$ cat src/rtl/cpu_settings.svh
/* build-time constants for the cpu slice
   include wherever queue depth, memory bounds or the reset pc are needed */
`ifndef CPU_SETTINGS_SVH
`define CPU_SETTINGS_SVH

// instruction queue entries as a power of two
`define CPU_IQ_DEPTH 4

// first byte address past the end of the 128KB memory
`define CPU_MEM_LIMIT 32'h0002_0000

`define CPU_RESET_PC 32'h0000_0000 // first fetch address

`endif

$ cat src/rtl/cpu_pkg.sv
/* shared types for the cpu slice, referenced by scoped name */
`default_nettype none

package cpu_pkg;

  // one state per byte lane of the word being assembled, then hand-off
  typedef enum logic [2:0] {
    FS_B0,
    FS_B1,
    FS_B2,
    FS_B3,
    FS_PUSH
  } fetch_state_e;

  typedef enum logic [3:0] {
    OP_LUI,
    OP_ADDI,
    OP_XORI,
    OP_ORI,
    OP_ANDI,
    OP_ADD,
    OP_SUB,
    OP_XOR,
    OP_OR,
    OP_AND,
    OP_HALT, // all-zero word
    OP_NOP   // anything not decoded
  } op_e;

endpackage

`default_nettype wire

$ cat src/rtl/iq_if.sv
/* valid/ready link carrying an instruction word and its pc
   src is the writer, dst the reader */
`timescale 1ns/1ns
`default_nettype none

interface iq_if;

  logic        valid;
  logic [31:0] instr;
  logic [31:0] pc;
  logic        ready;

  modport src (
    output valid,
    output instr,
    output pc,
    input  ready
  );

  modport dst (
    input  valid,
    input  instr,
    input  pc,
    output ready
  );

endinterface

`default_nettype wire

$ cat src/rtl/cpu.sv
/* top level of the in-order slice
   fetch feeds the queue, the queue feeds execute, memory and debug are plain ports */
`timescale 1ns/1ns
`default_nettype none

module cpu (
  input  wire        clk_in,
  input  wire        i_rst_n,
  input  wire        i_rdy,       // freezes the core while low
  input  wire [7:0]  i_mem_din,   // read data one cycle after o_mem_a
  input  wire [4:0]  i_dbg_sel,
  output wire [31:0] o_mem_a,
  output wire [31:0] o_now_pc,    // pc of the last retired instruction
  output wire [31:0] o_dbgreg_dout
);

  iq_if fetch_q ();
  iq_if issue_q ();

  ifetch u_ifetch (
    .clk_in    (clk_in),
    .i_rst_n   (i_rst_n),
    .i_rdy     (i_rdy),
    .i_mem_din (i_mem_din),
    .o_mem_a   (o_mem_a),
    .q         (fetch_q)
  );

  inst_queue u_queue (
    .clk_in  (clk_in),
    .i_rst_n (i_rst_n),
    .i_rdy   (i_rdy),
    .wr      (fetch_q),
    .rd      (issue_q)
  );

  exec_unit u_exec (
    .clk_in        (clk_in),
    .i_rst_n       (i_rst_n),
    .i_rdy         (i_rdy),
    .i_dbg_sel     (i_dbg_sel),
    .q             (issue_q),
    .o_now_pc      (o_now_pc),
    .o_dbgreg_dout (o_dbgreg_dout)
  );

endmodule

`default_nettype wire

$ cat src/rtl/exec_unit.sv
/* decode, register file and ALU for the kept RV32I subset
   retires one queued instruction per enabled cycle until a halt word */
`timescale 1ns/1ns
`default_nettype none

module exec_unit (
  input  logic        clk_in,
  input  logic        i_rst_n,
  input  logic        i_rdy,
  input  logic [4:0]  i_dbg_sel,
  iq_if.dst           q,
  output logic [31:0] o_now_pc,
  output logic [31:0] o_dbgreg_dout
);

  logic [31:0] regs [32];
  cpu_pkg::op_e op;
  logic [6:0]  opcode;
  logic [2:0]  funct3;
  logic [6:0]  funct7;
  logic [4:0]  rd;
  logic [31:0] imm_i;
  logic [31:0] imm_u;
  logic [31:0] rs1_v;
  logic [31:0] rs2_v;
  logic [31:0] result;
  logic        halted;
  logic        pop;
  logic        wr_en;

  assign opcode = q.instr[6:0];
  assign funct3 = q.instr[14:12];
  assign funct7 = q.instr[31:25];
  assign rd     = q.instr[11:7];
  assign imm_i  = {{20{q.instr[31]}}, q.instr[31:20]};
  assign imm_u  = {q.instr[31:12], 12'b0};
  assign rs1_v  = regs[q.instr[19:15]];
  assign rs2_v  = regs[q.instr[24:20]];

  always_comb begin
    op = cpu_pkg::OP_NOP;
    if (q.instr == 32'd0) begin
      op = cpu_pkg::OP_HALT;
    end else if (opcode == 7'b0110111) begin
      op = cpu_pkg::OP_LUI;
    end else if (opcode == 7'b0010011) begin // op-imm
      case (funct3)
        3'b000: op = cpu_pkg::OP_ADDI;
        3'b100: op = cpu_pkg::OP_XORI;
        3'b110: op = cpu_pkg::OP_ORI;
        3'b111: op = cpu_pkg::OP_ANDI;
        default: op = cpu_pkg::OP_NOP;
      endcase
    end else if (opcode == 7'b0110011 && funct7 == 7'b0100000) begin
      if (funct3 == 3'b000) begin
        op = cpu_pkg::OP_SUB;
      end
    end else if (opcode == 7'b0110011 && funct7 == 7'b0000000) begin
      case (funct3)
        3'b000: op = cpu_pkg::OP_ADD;
        3'b100: op = cpu_pkg::OP_XOR;
        3'b110: op = cpu_pkg::OP_OR;
        3'b111: op = cpu_pkg::OP_AND;
        default: op = cpu_pkg::OP_NOP;
      endcase
    end
  end

  always_comb begin
    case (op)
      cpu_pkg::OP_LUI:  result = imm_u;
      cpu_pkg::OP_ADDI: result = rs1_v + imm_i;
      cpu_pkg::OP_XORI: result = rs1_v ^ imm_i;
      cpu_pkg::OP_ORI:  result = rs1_v | imm_i;
      cpu_pkg::OP_ANDI: result = rs1_v & imm_i;
      cpu_pkg::OP_ADD:  result = rs1_v + rs2_v;
      cpu_pkg::OP_SUB:  result = rs1_v - rs2_v;
      cpu_pkg::OP_XOR:  result = rs1_v ^ rs2_v;
      cpu_pkg::OP_OR:   result = rs1_v | rs2_v;
      cpu_pkg::OP_AND:  result = rs1_v & rs2_v;
      default:          result = 32'd0;
    endcase
  end

  assign q.ready = !halted;
  assign pop     = q.valid && q.ready && i_rdy;
  assign wr_en   = (op != cpu_pkg::OP_HALT) && (op != cpu_pkg::OP_NOP) && (rd != 5'd0);

  always_ff @(posedge clk_in) begin
    if (!i_rst_n) begin
      for (int i = 0; i < 32; i++) begin
        regs[i] <= 32'd0;
      end
      halted   <= 1'b0;
      o_now_pc <= 32'd0;
    end else if (pop) begin
      if (op == cpu_pkg::OP_HALT) begin
        halted <= 1'b1; // sticky so the queue backs up behind it
      end else begin
        o_now_pc <= q.pc;
      end
      if (wr_en) begin
        regs[rd] <= result; // x0 never written
      end
    end
  end

  assign o_dbgreg_dout = regs[i_dbg_sel];

endmodule

`default_nettype wire

$ cat src/rtl/ifetch.sv
/* byte-serial instruction fetch, one address per enabled cycle
   assembles little-endian words and offers them on the queue link */
`include "cpu_settings.svh"
`timescale 1ns/1ns
`default_nettype none

module ifetch (
  input  logic        clk_in,
  input  logic        i_rst_n,
  input  logic        i_rdy,
  input  logic [7:0]  i_mem_din,
  output logic [31:0] o_mem_a,
  iq_if.src           q
);

  cpu_pkg::fetch_state_e fs;
  cpu_pkg::fetch_state_e fs_next;
  logic        pend;      // o_mem_a - 1 was issued on the last enabled edge
  logic        last_en;   // i_rdy of the previous cycle
  logic        take;
  logic        lost;
  logic        can_issue;
  logic [31:0] word;

  assign take      = pend && last_en;  // byte on i_mem_din belongs to pend
  assign lost      = pend && !last_en; // data has moved on during the freeze
  assign can_issue = o_mem_a < (`CPU_MEM_LIMIT - 32'd1);

  always_comb begin
    case (fs)
      cpu_pkg::FS_B0: fs_next = cpu_pkg::FS_B1;
      cpu_pkg::FS_B1: fs_next = cpu_pkg::FS_B2;
      cpu_pkg::FS_B2: fs_next = cpu_pkg::FS_B3;
      default:        fs_next = cpu_pkg::FS_PUSH;
    endcase
  end

  // tracks whether the address on the bus last cycle was really issued
  always_ff @(posedge clk_in) begin
    if (!i_rst_n) begin
      last_en <= 1'b0;
    end else begin
      last_en <= i_rdy;
    end
  end

  always_ff @(posedge clk_in) begin
    if (!i_rst_n) begin
      fs      <= cpu_pkg::FS_B0;
      o_mem_a <= `CPU_RESET_PC;
      pend    <= 1'b0;
    end else if (i_rdy) begin
      if (fs == cpu_pkg::FS_PUSH) begin
        if (q.ready) begin
          fs <= cpu_pkg::FS_B0;
          if (can_issue) begin  // byte 0 of the next word goes out now
            o_mem_a <= o_mem_a + 32'd1;
            pend    <= 1'b1;
          end
        end
      end else if (lost) begin
        o_mem_a <= o_mem_a - 32'd1; // step back and issue it again
        pend    <= 1'b0;
      end else begin
        if (take) begin
          fs <= fs_next;
        end
        if (take && fs == cpu_pkg::FS_B3) begin
          pend <= 1'b0; // word complete so wait for the queue
        end else if (can_issue) begin
          o_mem_a <= o_mem_a + 32'd1;
          pend    <= 1'b1;
        end else begin
          pend <= 1'b0;
        end
      end
    end
  end

  // lowest byte arrives first and ends up in [7:0]
  always_ff @(posedge clk_in) begin
    if (i_rdy && take) begin
      word <= {i_mem_din, word[31:8]};
    end
  end

  assign q.valid = (fs == cpu_pkg::FS_PUSH);
  assign q.instr = word;
  assign q.pc    = o_mem_a - 32'd4; // address sits just past the finished word

endmodule

`default_nettype wire

$ cat src/rtl/inst_queue.sv
/* circular buffer of instruction words and their pc
   push on wr, pop on rd, both allowed in one cycle */
`include "cpu_settings.svh"
`timescale 1ns/1ns
`default_nettype none

module inst_queue (
  input  logic clk_in,
  input  logic i_rst_n,
  input  logic i_rdy,
  iq_if.dst    wr,
  iq_if.src    rd
);

  localparam int DEPTH = `CPU_IQ_DEPTH;
  localparam int AW    = $clog2(DEPTH);

  logic [31:0] instr_mem [DEPTH];
  logic [31:0] pc_mem    [DEPTH];
  logic [AW-1:0] wr_ptr;
  logic [AW-1:0] rd_ptr;
  logic [AW:0]   count;
  logic push;
  logic pop;

  assign push = wr.valid && wr.ready && i_rdy;
  assign pop  = rd.valid && rd.ready && i_rdy;

  always_ff @(posedge clk_in) begin
    if (!i_rst_n) begin
      wr_ptr <= '0;
      rd_ptr <= '0;
      count  <= '0;
    end else begin
      if (push) begin
        wr_ptr <= wr_ptr + 1'b1; // wraps because depth is a power of two
      end
      if (pop) begin
        rd_ptr <= rd_ptr + 1'b1;
      end
      case ({push, pop})
        2'b10:   count <= count + 1'b1;
        2'b01:   count <= count - 1'b1;
        default: count <= count;
      endcase
    end
  end

  always_ff @(posedge clk_in) begin
    if (push) begin
      instr_mem[wr_ptr] <= wr.instr;
      pc_mem[wr_ptr]    <= wr.pc;
    end
  end

  assign wr.ready = (count != DEPTH[AW:0]); // not full
  assign rd.valid = (count != '0);          // not empty
  assign rd.instr = instr_mem[rd_ptr];
  assign rd.pc    = pc_mem[rd_ptr];

endmodule

`default_nettype wire

$ cat config.mk
export PLATFORM = sky130hd
export DESIGN_NAME = cpu
export DESIGN_NICKNAME = d
export VERILOG_FILES = /design/src/rtl/cpu_pkg.sv /design/src/rtl/iq_if.sv /design/src/rtl/cpu.sv /design/src/rtl/exec_unit.sv /design/src/rtl/ifetch.sv /design/src/rtl/inst_queue.sv
export VERILOG_INCLUDE_DIRS = /design/src /design/src/rtl
export SDC_FILE = /design/constraint.sdc
export NUM_CORES = 2
export LEC_CHECK = 0
export BUFFER_PORTS_ARGS = -buffer_cell sky130_fd_sc_hd__clkbuf_2
export CORE_ASPECT_RATIO = 0.9
export CORE_MARGIN = 5
export CORE_UTILIZATION = 57
export DETAILED_ROUTE_END_ITERATION = 10
export HOLD_SLACK_MARGIN = 0.06
export PLACE_DENSITY = 0.76
export SLEW_MARGIN = 20
export SYNTH_ARGS = -nofsm -noshare
export SYNTH_HDL_FRONTEND = slang
export SYNTH_SLANG_ARGS = --single-unit
$ cat constraint.sdc
create_clock -name clk_in -period 8.5 [get_ports clk_in]
set_input_delay 1.275 -clock clk_in [delete_from_list [all_inputs] [get_ports clk_in]]
set_output_delay 1.275 -clock clk_in [all_outputs]
set_load 0.005 [all_outputs]
# Word level (Yosys, flattened, before mapping)
# Memory sizes are Yosys's and may differ from the RTL's. A register that Yosys moved wholly into a read port is not among the register bits.
# Index checks and enable logic that the tools add are counted.
# op_classes
add_sub_neg	10
multipliers	0
div_mod_pow	0
magnitude_cmp	1
eq_ne	30
shift	0
muxes	38
n_bitwise	7
n_reduce_logical	30
# ops
operator	count
$pmux W32 S10	1
$mux W32	6
$add A32 B32 Y32	2
$and A32 B32 Y32	2
$or A32 B32 Y32	2
$xor A32 B32 Y32	2
$add A32 B1 Y32 const B	1
$logic_not A32 Y1	1
$lt A32 B17 Y1 const B	1
$pmux W4 S4	2
$reduce_or A32 Y1	1
$sub A32 B1 Y32 const B	1
$sub A32 B3 Y32 const B	1
$sub A32 B32 Y32	1
$mux W4	6
$eq A7 B6 Y1 const B	3
$eq A4 B3 Y1 const B	4
$mux W1	14
$eq A3 B3 Y1 const B	4
$eq A4 B4 Y1 const B	3
$logic_and A1 B1 Y1	12
$mux W3	4
$pmux W3 S3	1
$eq A4 B2 Y1 const B	2
other kinds (28)	39
# word_totals
regBits	77
latch_bits	0
ramBits	1280
mem_bits_ro	0
inputBits	16
output_inout_bits	96
elab_cells	128
n_memories	3
# mem_list
name	words	width	rd	rd_ports_with_merged_regs	write_ports	line_no	source
u_exec.regs	32	32	3	0	32	exec_unit.sv:16	logic [31:0] regs [32];
u_queue.instr_mem	4	32	1	1	1	inst_queue.sv:18	logic [31:0] instr_mem [DEPTH];
u_queue.pc_mem	4	32	1	1	1	inst_queue.sv:19	logic [31:0] pc_mem [DEPTH];

# Depth between registers and ports, before layout
# depth
ltp_word	16
depth_mapped	34

# By module
# A second synthesis with hierarchy kept.
# hier_totals
cells_unflattened	5751
hier_area_um2	80532.2
# by_module_without_submodules
mod	n_inst	cells_per_inst	area_each_um2	seq_area_each_um2
exec_unit	1	4955	67018.0	31410.1
inst_queue	1	388	9794.4	7867.5
ifetch	1	408	3719.8	1701.6

# Worst setup path before layout
# OpenSTA, ideal clock, no wires.
# synth_timing
kind	flip-flop to flip-flop
from	reg (tool-made name)
to	mem u_exec.regs[10][26] (data pin)
arrival_ns	7.076
path_slack_ns	1.158
path_stages_with_launch	35
period_less_slack_ns	7.342
cell_sequence	dfxtp_1 > buf_6 > mux4_2 > buf_6 > buf_12 > buf_6 > inv_1 > buf_2 > buf_2 > buf_1 > ha_1 > nand3_1 > or3_1 > clkbuf_1 > o211ai_1 > or3_1 > nand2_1 > clkbuf_1 > nor2_1 > a21oi_1 > ha_1 > fa_1 > nor2b_1 > o21a_1 > o21ai_0 > a21oi_1 > o31ai_1 > o31a_1 > o21ai_0 > a21oi_1 > nor4b_1 > a31o_2 > a21oi_1 > clkbuf_1 > nor2_1
# synth_rtl
element	line_no
end, declared	exec_unit.sv:16

==> flow_summary.yaml <==
final_layout:
  final_util_pct: 63.3
  fillers: 10310
  drive_above_1_share_pct: 23.4
  layout_common_cells: "edfxtp_1 (1312), nor2_1 (1136), mux4_2 (704), mux2i_1 (467), nand2_1 (347)"
  syn_to_final_growth_pct: 10.3
  finalNetCount: 6226
  final_cell_area_um2: 88600
  final_common_cell: "edfxtp_1"
critical_path:
  end_kind: "flip-flop"
  cpLargestDelayFamily: "compound AO/OA/AOI/OAI gates"
  critPathKind: "flip-flop to flip-flop"
  crit_arrival_ns: 8.64
  crit_buf_inv: 6
  slowest_delay_ns: 0.72
  rr_endpoint: "u_exec.regs[17][31]$_SDFFCE_PN0P_"
  rrSetupSlack_ns: 0.39
  crit_slowest_cell: "mux4_4"
  worstPathMaxFanout: 64
  r2r_cells: 28
  crit_required_ns: 9.02
  crit_path_start_kind: "flip-flop"
floorplanning:
  die_y_um: 366
  core_area_um2: 140000
  ios: 112
  chipWidth_um: 406
  rows: 130
  initial_utilization_pct: 57.4
  die_area_um2: 149000
power_and_ir_drop:
  power_density_nw_per_um2: 190
  p_leak_nw: 30.5
  ir_worst_vdd_mv: 0.247
  finalPower_mw: 16.8
detailed_routing:
  wl_mm: 303
  drc_errors: 0
  via_count: 62047
  antenna_left: 0
  viasPerCell: 7.62
  avgRoutedWirePerCell_um: 37.2
  drtIter0Drc: 12163
  dr.pass1.iters: 7
synth:
  synth_largest_type_area_fraction_pct: 49.1
  synth_ff_type: "edfxtp_1"
  yosysTopAreaCell: "edfxtp_1"
  synth-edff-count: 1312
  seq_area_frac_synth_pct: 51.0
  ys_ff_latch: 1391
  synth_area_um2: 80300
  postSynthCellCount: 6190
  yosys_warnings: 0
  async_flop_share_pct: 0
  ys_top_cells_by_area: "edfxtp_1 (49%), mux4_2 (20%), mux2i_1 (5.8%)"
  synth_cell_types: 90
  postSynthAreaPerCell_um2: 13.0
clocking:
  cts_buffer_depth: 3
  cts_tree: "yes"
  cts.htree.levels: 4
  worstSkewPairLatency_ns: 0.86
  root_buffer: "clkbuf_16"
  cts-buffers-inserted: 146
  path_clk_slew_ns: 0.06
  clkSinkCount: 1391
  post-cts-setup-buffers: 0
  hold_buffers: 0
placed_design:
  globalplace.congestion: 0.986
  io_buffer_count: 111
  hpwl_mm: 179
  dpl_cell_area_um2: 83700
run:
  max_cap_viol_count: 0
worst_hold_path:
  hold-path-endpoint: "u_exec.o_now_pc[17]$_SDFFE_PN0P_"
  hold_path_startpoint: "u_exec.o_now_pc[17]$_SDFFE_PN0P_"
  whs_path_depth: 2
  min_path_type: "flip-flop to flip-flop"
global_route:
  antenna_found_initial: 11
  grt_max_degree: 101
  grt_pass1_vias: 59556
  grt_pass1_wl_mm: 428
  grtUsageTotal_pct: 40.3
  grt_overflow_total: 0
sta:
  worstMarginPinSlew_ns: 1.30
  maxSlewViolCount: 0
  slew_headroom_pct: 12.8
  grt_setup_unrepaired: "false"
  max_freq_mhz: 123
  hold_violations: 0
  min_period_ns: 8.11
  skew_ns: 0.0749
  whs_ns: 0.454
  tns_ns: 0
  timing.final.crit_share_pct: 95.5
  setup_violations: 0
outcome:
  status: "complete, no violations"
==> metal layers <==
metal / wire length [um] / global-route usage, % / vias to the layer above
li1: - / - / 23758
met1: 97900 / 51.5 / 30318
met2: 123000 / 54.7 / 6381
met3: 55900 / 19.0 / 1580
met4: 25800 / 26.7 / 10
met5: 182 / 0.629 / -
==> registers in the layout, summed over array words and instances (netlist names), named ones only <==
signal	flops
u_exec.halted	1
u_exec.o_now_pc	32
u_exec.regs	1024
u_ifetch.fs	3
u_ifetch.last_en	1
u_ifetch.o_mem_a	32
u_ifetch.pend	1
u_ifetch.q.instr	32
u_queue.count	3
u_queue.instr_mem	128
u_queue.pc_mem	128
u_queue.rd_ptr	2
u_queue.wr_ptr	2
==> final cells by class <==
type / count / area, um2 / share of cell area (%)
antenna: 16 / 40.0 / 0.0452
sequential: 1391 / 41000 / 46.3
clock inverter: 85 / 1010 / 1.14
timing repair buffer: 370 / 2970 / 3.35
multi-input combinational: 4195 / 37200 / 42.0
inverter: 56 / 218 / 0.246
tap: 1848 / 2310 / 2.61
clock buffer: 180 / 3860 / 4.36
==> power breakdown <==
part	switching [mW]	internal, mW
Clock	2.88	3.79
Sequential	0.209	7.97
Combinational	1.27	0.716
Total	4.36	12.5
==> repair_timing <==
| action | in CTS | in global routing |
|---|---|---|
| endpoints found under the setup margin | 0 | 31 |
| hold endpoints to repair | 0 | 0 |
| gates resized for setup | 0 | 1 |
==> stage by stage <==
step / setup WS, ns / instances
2_1_floorplan: 1.16 / 6221
3_3_place_gp: 0.432 / 7860
3_5_place_dp: 0.481 / 7860
4_1_cts: 0.400 / 8125
5_1_grt: 0.0227 / 8126
6_report: 0.386 / 8141
==> tightest hold or removal path: cells and delay by family, from the launching register on <==
family	cells	cell delay [ns]
and+or+nand+nor	1	0.05
DFF	1	0.31
AOI/OAI and AO/OA	1	0.05
==> cells by family (layout without fill, tap and decap cells) <==
group | count (synthesis) | count (layout) | synth area share [%]
multiplexers | 1231 | 1231 | 26.6
XOR/XNOR | 115 | 115 | 1.25
flip-flops | 1391 | 1391 | 51.0
adder cells (fa/ha/maj) | 50 | 50 | 0.798
AO/OA/AOI/OAI | 786 | 786 | 6.35
other | 1 | 48 | 0.00467
buffers and inverters | 635 | 691 | 3.46
AND/OR/NAND/NOR | 1981 | 1981 | 10.5
==> Yosys cell counts, types with 6 or more instances <==
| cell type | instances |
|---|---|
| buf_1 | 49 |
| o31ai_1 | 9 |
| buf_6 | 16 |
| xor2_1 | 47 |
| a221oi_1 | 24 |
| nand2b_1 | 11 |
| nor3b_1 | 6 |
| nor2_1 | 1141 |
| mux2i_1 | 467 |
| a21o_1 | 25 |
| a311o_1 | 6 |
| mux2_2 | 48 |
| mux4_2 | 711 |
| nor3_1 | 58 |
| clkbuf_1 | 359 |
| inv_1 | 54 |
| dfxtp_1 | 79 |
| or3_1 | 30 |
| a211oi_1 | 114 |
| o211ai_1 | 28 |
| a22oi_1 | 49 |
| buf_4 | 26 |
| ha_1 | 48 |
| a2111oi_0 | 6 |
| a31oi_1 | 29 |
| nand2_1 | 408 |
| buf_2 | 128 |
| o22ai_1 | 47 |
| edfxtp_1 | 1312 |
| and2_1 | 17 |
| nand3_1 | 81 |
| xnor2_1 | 68 |
| o21a_1 | 14 |
| a32oi_1 | 14 |
| and3_1 | 23 |
| nand4_1 | 23 |
| a21oi_1 | 239 |
| o21ai_0 | 115 |
| nor2b_1 | 127 |
| a221o_1 | 6 |
| nor4_1 | 18 |
==> worst max path at each step <==
stage	slack, ns	endpoint	depth (start not counted)
4_1_cts	0.40	u_exec.regs[17][31]$_SDFFCE_PN0P_	24
6_report	0.39	u_exec.regs[17][31]$_SDFFCE_PN0P_	28
5_1_grt	0.02	u_exec.regs[17][31]$_SDFFCE_PN0P_	27
2_1_floorplan	1.16	u_exec.regs[10][26]$_SDFFCE_PN0P_	34
3_3_place_gp	0.43	u_exec.regs[17][31]$_SDFFCE_PN0P_	24
3_5_place_dp	0.48	u_exec.regs[30][31]$_SDFFCE_PN0P_	24
Power figures use the tool's default switching activity.
